--- src/logic/ice_pkg.sv ---
package ice_pkg;

	// host opcodes, first byte of every two-byte command
	typedef enum logic [7:0] {
		op_led  = 8'h4c, // 'L' data byte goes to the debug leds
		op_pint = 8'h50  // 'P' data byte goes out as a pint frame
	} opcode_e;

	// command parser
	typedef enum logic {
		wait_op,
		wait_data
	} cmd_state_e;

	// button k reports button_code_base + k
	localparam logic [7:0] button_code_base = 8'h80;

endpackage

--- src/logic/pint_pkg.sv ---
package pint_pkg;

	// tag (2) then data (8), msb first
	localparam int frame_bits = 10;

	// frame source tag
	typedef enum logic [1:0] {
		tag_host   = 2'b01,
		tag_button = 2'b10
	} tag_e;

	// serializer states
	typedef enum logic [1:0] {
		idle,
		shift,
		gap
	} tx_state_e;

endpackage

--- src/logic/debounce_ms.sv ---
module debounce_ms #(
	parameter int num_buttons = 3,
	parameter int db_cycles = 50000
) (
	input  logic                   clk,
	input  logic                   reset,
	input  logic [num_buttons-1:0] db_in,
	output logic [num_buttons-1:0] db_out
);

	localparam int cw = $clog2(db_cycles + 1);

	logic [cw-1:0] stable_cnt [num_buttons]; // one stability counter per bit

	always_ff @(posedge clk) begin
		if (reset) begin
			db_out <= '0;
			for (int i = 0; i < num_buttons; i++) begin
				stable_cnt[i] <= '0;
			end
		end else begin
			for (int i = 0; i < num_buttons; i++) begin
				if (db_in[i] != db_out[i]) begin
					if (stable_cnt[i] == cw'(db_cycles)) begin
						db_out[i]     <= db_in[i]; // held long enough, take it
						stable_cnt[i] <= '0;
					end else begin
						stable_cnt[i] <= stable_cnt[i] + 1'b1;
					end
				end else begin
					stable_cnt[i] <= '0; // glitch went away, start over
				end
			end
		end
	end

endmodule

--- src/logic/uart_rx.sv ---
module uart_rx #(
	parameter int clks_per_bit = 868
) (
	input  logic       clk,
	input  logic       reset,
	input  logic       rxd,
	output logic       rx_valid,
	output logic [7:0] rx_data
);

	localparam int cw   = $clog2(clks_per_bit);
	localparam int half = clks_per_bit / 2;

	typedef enum logic [1:0] {
		s_idle,
		s_start,
		s_bits,
		s_stop
	} rx_state_e;

	rx_state_e state;
	logic [cw-1:0] bit_timer;
	logic [2:0] bit_idx;
	logic rxd_meta, rxd_sync; // two-flop synchronizer

	always_ff @(posedge clk) begin
		if (reset) begin
			rxd_meta <= 1'b1; // line idles high
			rxd_sync <= 1'b1;
		end else begin
			rxd_meta <= rxd;
			rxd_sync <= rxd_meta;
		end
	end

	// ########################################################################
	// bit timing, sample at the middle of each bit
	// ########################################################################
	always_ff @(posedge clk) begin
		if (reset) begin
			state     <= s_idle;
			bit_timer <= '0;
			bit_idx   <= '0;
			rx_valid  <= 1'b0;
		end else begin
			rx_valid <= 1'b0;
			case (state)
				s_idle: begin
					bit_timer <= '0;
					if (!rxd_sync)
						state <= s_start; // falling edge of start bit
				end
				s_start: begin
					if (bit_timer == cw'(half - 1)) begin
						bit_timer <= '0;
						bit_idx   <= '0;
						state     <= rxd_sync ? s_idle : s_bits; // false start if high again
					end else begin
						bit_timer <= bit_timer + 1'b1;
					end
				end
				s_bits: begin
					if (bit_timer == cw'(clks_per_bit - 1)) begin
						bit_timer <= '0;
						bit_idx   <= bit_idx + 1'b1;
						if (bit_idx == 3'd7)
							state <= s_stop;
					end else begin
						bit_timer <= bit_timer + 1'b1;
					end
				end
				default: begin // s_stop
					if (bit_timer == cw'(clks_per_bit - 1)) begin
						rx_valid <= rxd_sync; // low stop bit means framing error, drop it
						state    <= s_idle;
					end else begin
						bit_timer <= bit_timer + 1'b1;
					end
				end
			endcase
		end
	end

	// lsb first, so shift in from the top
	always_ff @(posedge clk) begin
		if (state == s_bits && bit_timer == cw'(clks_per_bit - 1))
			rx_data <= {rxd_sync, rx_data[7:1]};
	end

	// a byte takes ten bit times, the strobe can never repeat back to back
	a_single_strobe: assert property (@(posedge clk) disable iff (reset)
		rx_valid |=> !rx_valid);

endmodule

--- src/logic/pint_tx.sv ---
module pint_tx #(
	parameter int pint_div = 8
) (
	input  logic              clk,
	input  logic              reset,
	input  logic              tx_start,
	input  pint_pkg::tag_e    tx_tag,
	input  logic [7:0]        tx_data,
	output logic              tx_busy,
	output logic              pint_wrreq,
	output logic              pint_wrdata,
	output logic              pint_clk
);

	localparam int cw = $clog2(2 * pint_div);
	localparam int bw = $clog2(pint_pkg::frame_bits);

	pint_pkg::tx_state_e state;
	logic [pint_pkg::frame_bits-1:0] shreg;
	logic [cw-1:0] div_cnt;
	logic [bw-1:0] bit_cnt;

	assign tx_busy     = (state != pint_pkg::idle);
	assign pint_wrdata = pint_wrreq & shreg[pint_pkg::frame_bits-1]; // held low when idle

	// ########################################################################
	// frame state machine and pint_clk divider
	// ########################################################################
	always_ff @(posedge clk) begin
		if (reset) begin
			state      <= pint_pkg::idle;
			div_cnt    <= '0;
			bit_cnt    <= '0;
			pint_clk   <= 1'b0;
			pint_wrreq <= 1'b0;
		end else begin
			case (state)
				pint_pkg::idle: begin
					div_cnt  <= '0;
					bit_cnt  <= '0;
					pint_clk <= 1'b0;
					if (tx_start) begin
						state      <= pint_pkg::shift;
						pint_wrreq <= 1'b1;
					end
				end
				pint_pkg::shift: begin
					if (div_cnt == cw'(pint_div - 1)) begin
						div_cnt  <= '0;
						pint_clk <= !pint_clk;
						if (pint_clk) begin // falling edge, next bit
							bit_cnt <= bit_cnt + 1'b1;
							if (bit_cnt == bw'(pint_pkg::frame_bits - 1)) begin
								state      <= pint_pkg::gap;
								pint_wrreq <= 1'b0;
							end
						end
					end else begin
						div_cnt <= div_cnt + 1'b1;
					end
				end
				default: begin // gap between frames
					if (div_cnt == cw'(2 * pint_div - 1))
						state <= pint_pkg::idle;
					else
						div_cnt <= div_cnt + 1'b1;
				end
			endcase
		end
	end

	always_ff @(posedge clk) begin
		if (state == pint_pkg::idle && tx_start)
			shreg <= {tx_tag, tx_data};
		else if (state == pint_pkg::shift && div_cnt == cw'(pint_div - 1) && pint_clk)
			shreg <= {shreg[pint_pkg::frame_bits-2:0], 1'b0};
	end

	a_start_when_idle: assert property (@(posedge clk) disable iff (reset)
		tx_start |-> !tx_busy);

	a_wrreq_in_shift: assert property (@(posedge clk) disable iff (reset)
		(state == pint_pkg::shift) |-> pint_wrreq);

endmodule

--- src/logic/ice_cmd.sv ---
module ice_cmd #(
	parameter int num_buttons = 3
) (
	input  logic                   clk,
	input  logic                   reset,
	input  logic                   rx_valid,
	input  logic [7:0]             rx_data,
	input  logic [num_buttons-1:0] btn_level,
	input  logic                   tx_busy,
	output logic                   tx_start,
	output pint_pkg::tag_e         tx_tag,
	output logic [7:0]             tx_data,
	output logic [7:0]             led
);

	localparam int first_button = 2; // btn_level[0] is PB2

	ice_pkg::cmd_state_e state;
	ice_pkg::opcode_e op_q;

	logic [num_buttons-1:0] btn_prev;
	logic [num_buttons-1:0] btn_rise;
	logic press_hit;
	logic [7:0] press_code;

	logic host_full, btn_full; // one holding slot per source
	logic [7:0] host_data, btn_data;
	logic host_store;

	assign btn_rise = btn_level & ~btn_prev;

	// lowest newly pressed button wins
	always_comb begin
		press_hit  = 1'b0;
		press_code = '0;
		for (int i = num_buttons - 1; i >= 0; i--) begin
			if (btn_rise[i]) begin
				press_hit  = 1'b1;
				press_code = ice_pkg::button_code_base + 8'(i + first_button);
			end
		end
	end

	assign host_store = rx_valid && state == ice_pkg::wait_data && op_q == ice_pkg::op_pint;

	// ########################################################################
	// host command parser
	// ########################################################################
	always_ff @(posedge clk) begin
		if (reset) begin
			state <= ice_pkg::wait_op;
			led   <= '0;
		end else if (rx_valid) begin
			if (state == ice_pkg::wait_op) begin
				state <= ice_pkg::wait_data;
			end else begin
				state <= ice_pkg::wait_op; // unknown opcodes still eat their data byte
				if (op_q == ice_pkg::op_led)
					led <= rx_data;
			end
		end
	end

	always_ff @(posedge clk) begin
		if (rx_valid && state == ice_pkg::wait_op)
			op_q <= ice_pkg::opcode_e'(rx_data);
	end

	// ########################################################################
	// holding slots and serializer arbitration
	// ########################################################################
	always_ff @(posedge clk) begin
		if (reset) begin
			btn_prev  <= '0;
			host_full <= 1'b0;
			btn_full  <= 1'b0;
			tx_start  <= 1'b0;
		end else begin
			btn_prev <= btn_level;
			tx_start <= 1'b0;
			if (host_store && !host_full)
				host_full <= 1'b1; // dropped if already full
			if (press_hit && !btn_full)
				btn_full <= 1'b1;
			// tx_busy lags tx_start by one cycle, so skip the cycle after a start
			if (!tx_busy && !tx_start) begin
				if (btn_full) begin
					tx_start <= 1'b1;
					btn_full <= 1'b0; // button frames go first
				end else if (host_full) begin
					tx_start  <= 1'b1;
					host_full <= 1'b0;
				end
			end
		end
	end

	always_ff @(posedge clk) begin
		if (host_store && !host_full)
			host_data <= rx_data;
		if (press_hit && !btn_full)
			btn_data <= press_code;
		if (!tx_busy && !tx_start && (btn_full || host_full)) begin
			tx_tag  <= btn_full ? pint_pkg::tag_button : pint_pkg::tag_host;
			tx_data <= btn_full ? btn_data : host_data;
		end
	end

	// the serializer must be idle and must pick the frame up on the next cycle
	a_start_handshake: assert property (@(posedge clk) disable iff (reset)
		tx_start |-> !tx_busy ##1 tx_busy);

endmodule

--- src/logic/m3_ice_top.sv ---
module m3_ice_top #(
	parameter int clks_per_bit = 868,
	parameter int db_cycles = 50000,
	parameter int pint_div = 8,
	parameter int num_buttons = 3
) (
	input  logic       sys_clk,
	input  logic       reset,
	input  logic [4:1] pb,           // active low, pb[1] not used here
	input  logic       usb_uart_txd,
	output logic [7:0] led,
	output logic       pint_resetn,
	output logic       pint_wrreq,
	output logic       pint_wrdata,
	output logic       pint_clk
);

	logic [num_buttons-1:0] btn_level;
	logic rx_valid;
	logic [7:0] rx_data;
	logic tx_start, tx_busy;
	pint_pkg::tag_e tx_tag;
	logic [7:0] tx_data;

	// pint target held in reset until one cycle after ours
	always_ff @(posedge sys_clk) begin
		if (reset)
			pint_resetn <= 1'b0;
		else
			pint_resetn <= 1'b1;
	end

	debounce_ms #(
		.num_buttons(num_buttons),
		.db_cycles  (db_cycles)
	) i_debounce_ms (
		.clk   (sys_clk),
		.reset (reset),
		.db_in (~pb[num_buttons+1:2]), // pressed reads as 1
		.db_out(btn_level)
	);

	uart_rx #(
		.clks_per_bit(clks_per_bit)
	) i_uart_rx (
		.clk     (sys_clk),
		.reset   (reset),
		.rxd     (usb_uart_txd),
		.rx_valid(rx_valid),
		.rx_data (rx_data)
	);

	ice_cmd #(
		.num_buttons(num_buttons)
	) i_ice_cmd (
		.clk      (sys_clk),
		.reset    (reset),
		.rx_valid (rx_valid),
		.rx_data  (rx_data),
		.btn_level(btn_level),
		.tx_busy  (tx_busy),
		.tx_start (tx_start),
		.tx_tag   (tx_tag),
		.tx_data  (tx_data),
		.led      (led)
	);

	pint_tx #(
		.pint_div(pint_div)
	) i_pint_tx (
		.clk        (sys_clk),
		.reset      (reset),
		.tx_start   (tx_start),
		.tx_tag     (tx_tag),
		.tx_data    (tx_data),
		.tx_busy    (tx_busy),
		.pint_wrreq (pint_wrreq),
		.pint_wrdata(pint_wrdata),
		.pint_clk   (pint_clk)
	);

endmodule

--- config.mk ---
export PLATFORM = sky130hd
export DESIGN_NAME = m3_ice_top
export DESIGN_NICKNAME = d
export VERILOG_FILES = /design/src/logic/ice_pkg.sv /design/src/logic/pint_pkg.sv /design/src/logic/debounce_ms.sv /design/src/logic/uart_rx.sv /design/src/logic/pint_tx.sv /design/src/logic/ice_cmd.sv /design/src/logic/m3_ice_top.sv
export SDC_FILE = /design/constraint.sdc
export NUM_CORES = 1
export LEC_CHECK = 0
export ABC_AREA = 1
export BUFFER_PORTS_ARGS = -buffer_cell sky130_fd_sc_hd__buf_2
export CORE_MARGIN = 10
export CORE_UTILIZATION = 40
export CTS_BUF_LIST = sky130_fd_sc_hd__clkbuf_16
export CTS_CLUSTER_SIZE = 25
export DETAILED_ROUTE_END_ITERATION = 7
export PLACE_DENSITY = 0.55
export REMOVE_ABC_BUFFERS = 1
export SYNTH_ARGS = -nofsm -noshare
export SYNTH_HDL_FRONTEND = slang
export SYNTH_SLANG_ARGS = --single-unit
--- constraint.sdc ---
create_clock -name sys_clk -period 2.4 [get_ports sys_clk]
set_clock_uncertainty 0.15 [all_clocks]
set_input_delay 0.48 -clock sys_clk [delete_from_list [all_inputs] [get_ports sys_clk]]
set_output_delay 0.48 -clock sys_clk [all_outputs]
set_load 0.01 [all_outputs]
After elaboration in Yosys (flattened, before gate mapping):

Memories as Yosys holds them, arrays and structs flattened.
Index checks and enable logic that the tools add are counted.

* flip-flop bits (word level): 101
* memory bits (writable): 48
* input port bits: 7
* output and inout port bits: 12
* logic and storage cells: 215
* memories: 1

* add/sub/neg operators: 7
* equal/unequal tests: 27
* multiplexer cells: 97
* bitwise logic cells: 16
* reductions and logical operators: 38

Memories
* i_debounce_ms.stable_cnt: depth 3, bits a word 16, rd ports 3, clocked after memory_dff 0, wr ports 3, RTL line debounce_ms.sv:13 `logic [cw-1:0] stable_cnt [num_buttons];`

Operators by type and width (number)
* 16-bit 2-to-1 mux: 9
* 1-bit 2-to-1 mux: 55
* 10-bit 2-to-1 mux: 5
* 16-bit by 1-bit adder with 16-bit output (second input constant): 3
* 16-bit == test (second input constant): 3
* 10-bit case mux with 3 select lines: 1
* 2-bit 2-to-1 mux: 12
* 8-bit by 7-bit == test with 1-bit output (second input constant): 2
* 4-bit 2-to-1 mux: 4
* 8-bit 2-to-1 mux: 2
* 4-bit case mux with 2 select lines: 2
* 5-bit AND reduction: 3
* 1-bit logical AND: 11
* 10-bit by 1-bit adder with 10-bit output (second input constant): 1
* 10-bit == test (second input constant): 1
* 10-bit by 9-bit == test with 1-bit output (second input constant): 1
* 2-bit by 1-bit != test with 1-bit output (second input constant): 5
* 1-bit OR: 9
* 3-bit AND reduction: 3
* 4-bit by 1-bit adder with 4-bit output (second input constant): 2
* 4-bit == test (second input constant): 2
* 2-bit AND reduction: 4
* 2-bit nonzero test: 4
* 3-bit 2-to-1 mux: 2
* 23 further kinds: 39

Depth between registers and ports, before layout:

* depth in word-level cells: 9
* depth in mapped cells: 10

Hierarchy:

Synthesis repeated with hierarchy kept, for this count alone.

* cell total of the unflattened synthesis: 872
* area, all modules: 7474.7 um^2

Modules (own cells, without submodules)
* debounce_ms: times used 1, cells each 450, area each 3311.9 um^2, seq. area each 1501.4 um^2
* ice_cmd: times used 1, cells each 157, area each 1727.9 um^2, seq. area each 1201.2 um^2
* uart_rx: times used 1, cells each 136, area each 1287.5 um^2, seq. area each 600.6 um^2
* pint_tx: times used 1, cells each 124, area each 1112.3 um^2, seq. area each 540.5 um^2
* m3_ice_top: times used 1, cells each 5, area each 35.0 um^2, seq. area each 20.0 um^2

Least setup slack after synthesis:

Ideal clock, no wire load.

* kind: reg2reg
* start: register i_uart_rx.bit_timer[0]
* end: register i_uart_rx.rx_data[0] (enable)
* library setup time: 0.370 ns
* data arrival time: 1.244 ns
* setup slack: 0.636 ns
* cell stages (with the launch flop): 6
* clock period less this slack: 1.764 ns
* cells stage by stage: dfxtp_1 ha_1 nand2_1 nor2_1 nand3_1 nor2_1

* cells in the longest elaborated chain, start to end: 2

Ends and longest elaborated chain
* start, declared: RTL line uart_rx.sv:22 `logic [cw-1:0] bit_timer;`
* start signal, assigned: RTL line uart_rx.sv:59 `bit_timer <= bit_timer + 1'b1;`
* start signal, assigned: RTL line uart_rx.sv:69 `bit_timer <= bit_timer + 1'b1;`
* start signal, assigned: RTL line uart_rx.sv:77 `bit_timer <= bit_timer + 1'b1;`
* 10-bit == test: RTL line uart_rx.sv:86 `if (state == s_bits && bit_timer == cw'(clks_per_bit - 1))`
* 1-bit logical AND: RTL line uart_rx.sv:86
* end signal, assigned: RTL line uart_rx.sv:87 `rx_data <= {rxd_sync, rx_data[7:1]};`
* end, declared: RTL line uart_rx.sv:8 `output logic [7:0] rx_data`

No other way between the ends.
A chain may end at the register's enable or synchronous reset.

==> results.py <==
metrics = {
    "critical_path": {
        "worstPathArrival_ps": 1910,
        "critical_path.cell_chain": "ha_1 -> nand2_1 -> nor2_1 -> nand3_1 -> inv_1 -> nand2_1 -> nor2_1 -> nor3_1",
        "rr_endpoint": "i_debounce_ms.stable_cnt[2][14]",
        "worstRegToRegCells": 8,
        "path_depth": 8,
        "max_stage_delay_ps": 390,
        "r2r_slack_ps": 480,
        "cpMaxStageDelayCell": "edfxtp_1",
        "r2r_start": "i_debounce_ms.stable_cnt[2][0]",
        "cp_max_fo": 7,
        "cp-endpoint": "i_debounce_ms.stable_cnt[2][14]",
        "end_kind": "register",
        "worstPathRequired_ps": 2380,
        "path_class": "register to register",
        "crit_family": "simple AND/OR/NAND/NOR gates",
        "startpoint_type": "register",
        "startpoint": "i_debounce_ms.stable_cnt[2][0]",
        "timing.critical_path.buf_inv": 1,
    },
    "clock_network": {
        "h-tree-depth": 4,
        "cts_tree": "done",
        "cts-buffers-inserted": 17,
        "cts_hold_buffers": 0,
        "clockBufferDepth": 2,
        "post_cts_resized": 0,
        "clock_latency_ps": 410,
        "clk_pin_slew_ps": 60,
        "post_cts_buffers": 0,
        "cts.sinks": 145,
        "cts_root_buf": "clkbuf_16",
    },
    "flow_run": {
        "maxCapViolCount": 0,
    },
    "placement": {
        "place_worst_setup_slack_ps": 459,
        "place_hpwl_um": 9280,
        "place_congestion": 0.866,
        "portBuffers": 17,
    },
    "routing": {
        "drt_pass1_iterations": 4,
        "drt_iter0_drc": 236,
        "routed_wl_um": 12400,
        "vias_per_cell": 4.63,
        "drcViolationCount": 0,
        "ant_nets": 0,
        "post_drt_wl_per_cell_um": 11.4,
        "vias": 5053,
    },
    "grt": {
        "grtUsageTotal_pct": 12.0,
        "grt_overflow": 0,
        "grt_pass1_wl_um": 22600,
        "grt_start_max_net_pins": 21,
        "grt_pass1_vias": 5018,
        "grt_antenna_before_repair": 0,
    },
    "timing": {
        "fin_crit_sh_pct": 80.1,
        "tightest_slew_ps": 717,
        "tns_ps": 0,
        "rsz0062_at_grt": "no",
        "slew_headroom_pct": 52.1,
        "setup_slack_ps": 476,
        "max_freq_mhz": 520,
        "fin_crit_ps": 1920,
        "hold_viol": 0,
        "setup_viol_count_final": 0,
        "drv_slew": 0,
    },
    "floorplanning": {
        "core-area_mm2": 0.0167,
        "die_area_mm2": 0.0229,
        "start_util_pct": 41.2,
        "dieWidth_um": 151,
        "die_h_um": 151,
        "fp-row-count": 47,
        "pin_count": 19,
    },
    "logic_synthesis": {
        "postSynthAreaPerCell_um2": 8.85,
        "synth-main-ff-cell": "edfxtp_1",
        "ys_top_cells_by_area": "edfxtp_1, dfxtp_1, nand2_1",
        "netlist_instances": 778,
        "ys_warn_count": 0,
        "ys_ff_latch": 145,
        "synth-edff-count": 96,
        "synthArstFlopShare_pct": 0,
        "ys_types": 38,
        "synth_sequential_area_ratio_pct": 56.1,
        "synth_top_area_share_pct": 41.9,
        "netlist_area_mm2": 0.00688,
        "synth_top_area_cell": "edfxtp_1",
    },
    "finish": {
        "fin_util_pct": 47.5,
        "drive_gt1_share_pct": 8.84,
        "final_nets": 882,
        "syn_to_final_growth_pct": 15.1,
        "diodes": 0,
        "fillerInstances": 1680,
    },
    "worst_hold_path": {
        "min_from": "usb_uart_txd",
        "hold_path.class": "input pin to register",
    },
    "power_and_ir_drop": {
        "ir_drop_mv": 0.492,
        "powerDensity_mw_per_mm2": 678,
        "p_leak_nw": 3.28,
    },
    "status": {
        "status": "complete, no violations",
    },
}
-- through the flow --
| step | hold slack, ps | cells | instance area [um^2] | power, mW |
|---|---|---|---|---|
| after detailed placement | 252 | 1059 | 7410 | 3.16 |
| final | 114 | 1091 | 7930 | 5.38 |
| after CTS | 97.2 | 1091 | 7930 | 5.46 |
| after global routing | 104 | 1091 | 7930 | 5.66 |
| after global placement | 254 | 1059 | 7410 | 3.14 |
| after floorplan | 239 | 815 | 7000 | 3.07 |
-- synthesized netlist by cell type, drive strengths merged, types with 6 or more instances --
library cell / instances
a21oi: 49
buf: 6
dfxtp: 49
edfxtp: 96
ha: 17
inv: 112
nand2: 171
nand3: 39
nand4: 16
nor2: 115
nor3: 31
o21ai: 27
or2: 8
xor2: 11
-- sequential cells by signal, summed over array words and instances, names as in the netlist, 2 cells and up --
name                      count
i_ice_cmd.btn_data            4
i_pint_tx.shreg              10
i_uart_rx.bit_idx             3
i_pint_tx.div_cnt             4
i_uart_rx.rx_data             8
i_ice_cmd.tx_tag              2
i_uart_rx.bit_timer          10
i_ice_cmd.host_data           8
i_debounce_ms.db_out          3
i_pint_tx.state               2
i_ice_cmd.op_q                8
i_uart_rx.state               2
i_ice_cmd.tx_data             8
i_ice_cmd.btn_prev            3
i_ice_cmd.led                 8
i_debounce_ms.stable_cnt     48
i_pint_tx.bit_cnt             4
-- worst min-delay path by stage --
| stage | end | slack [ps] | cells past startpoint |
|---|---|---|---|
| after floorplan | i_uart_rx.rxd_sync | 240 | 1 |
| after global placement | i_uart_rx.rxd_sync | 250 | 1 |
| after detailed placement | i_uart_rx.rxd_sync | 250 | 1 |
| after CTS | i_uart_rx.rxd_meta | 100 | 2 |
| after global routing | i_uart_rx.rxd_meta | 100 | 2 |
| final | i_uart_rx.rxd_meta | 110 | 2 |
-- power breakdown --
part           total [mW]  switching, mW  internal, mW  leakage [nW]
clock                2.27          0.933          1.34         0.282
combinational       0.326          0.216         0.110          1.68
sequential           2.78         0.0608          2.72          1.32
total                5.38           1.21          4.17          3.28
-- layout make-up --
class | instances | area [um^2] | share of cell area [%]
tap | 220 | 275 | 3.47
inverter | 113 | 424 | 5.35
clock inverter | 14 | 61.3 | 0.773
clock buffer | 18 | 450 | 5.68
sequential | 145 | 3860 | 48.7
multi-input combinational | 557 | 2710 | 34.2
timing repair buffer | 24 | 138 | 1.74
-- cells by family (layout without fill, tap and decap cells) --
family	after synthesis	after routing	share of synthesized area (%)
AND/OR/NAND/NOR	395	395	25.4
flip-flops	145	145	56.1
buffers and inverters	123	169	7.02
AO/OA/AOI/OAI	84	84	6.69
adder cells (fa/ha/maj)	17	17	3.09
XOR/XNOR	13	13	1.65
other	1	48	0.0545
-- cell usage in the layout (no fill, tap or decap), types with 8 or more instances in the layout --
cell type	n
conb_1	48
nand4_1	15
nor2_2	8
nor3_1	27
buf_2	17
inv_1	119
xor2_1	11
o21ai_0	24
edfxtp_1	96
nand3_1	36
nand2_1	169
clkbuf_16	18
dfxtp_1	49
ha_1	17
a21oi_1	49
nor2_1	107
-- worst reg2reg max path, delay by kind of cell (launching register included) --
kind                       cells  cell delay, ps
and+or+nand+nor                6             820
DFF                            1             390
buffers and inverters          1             100
adders and majority gates      1             180
-- routing by layer --
layer	part of all wire [%]	wire length, um	global-route usage (%)
met1	50	6210	15.7
met4	1.3	166	4.33
met5	0	0	0
met2	46	5680	18.9
met3	3.1	381	3.10
Power figures use the tool's default switching activity.
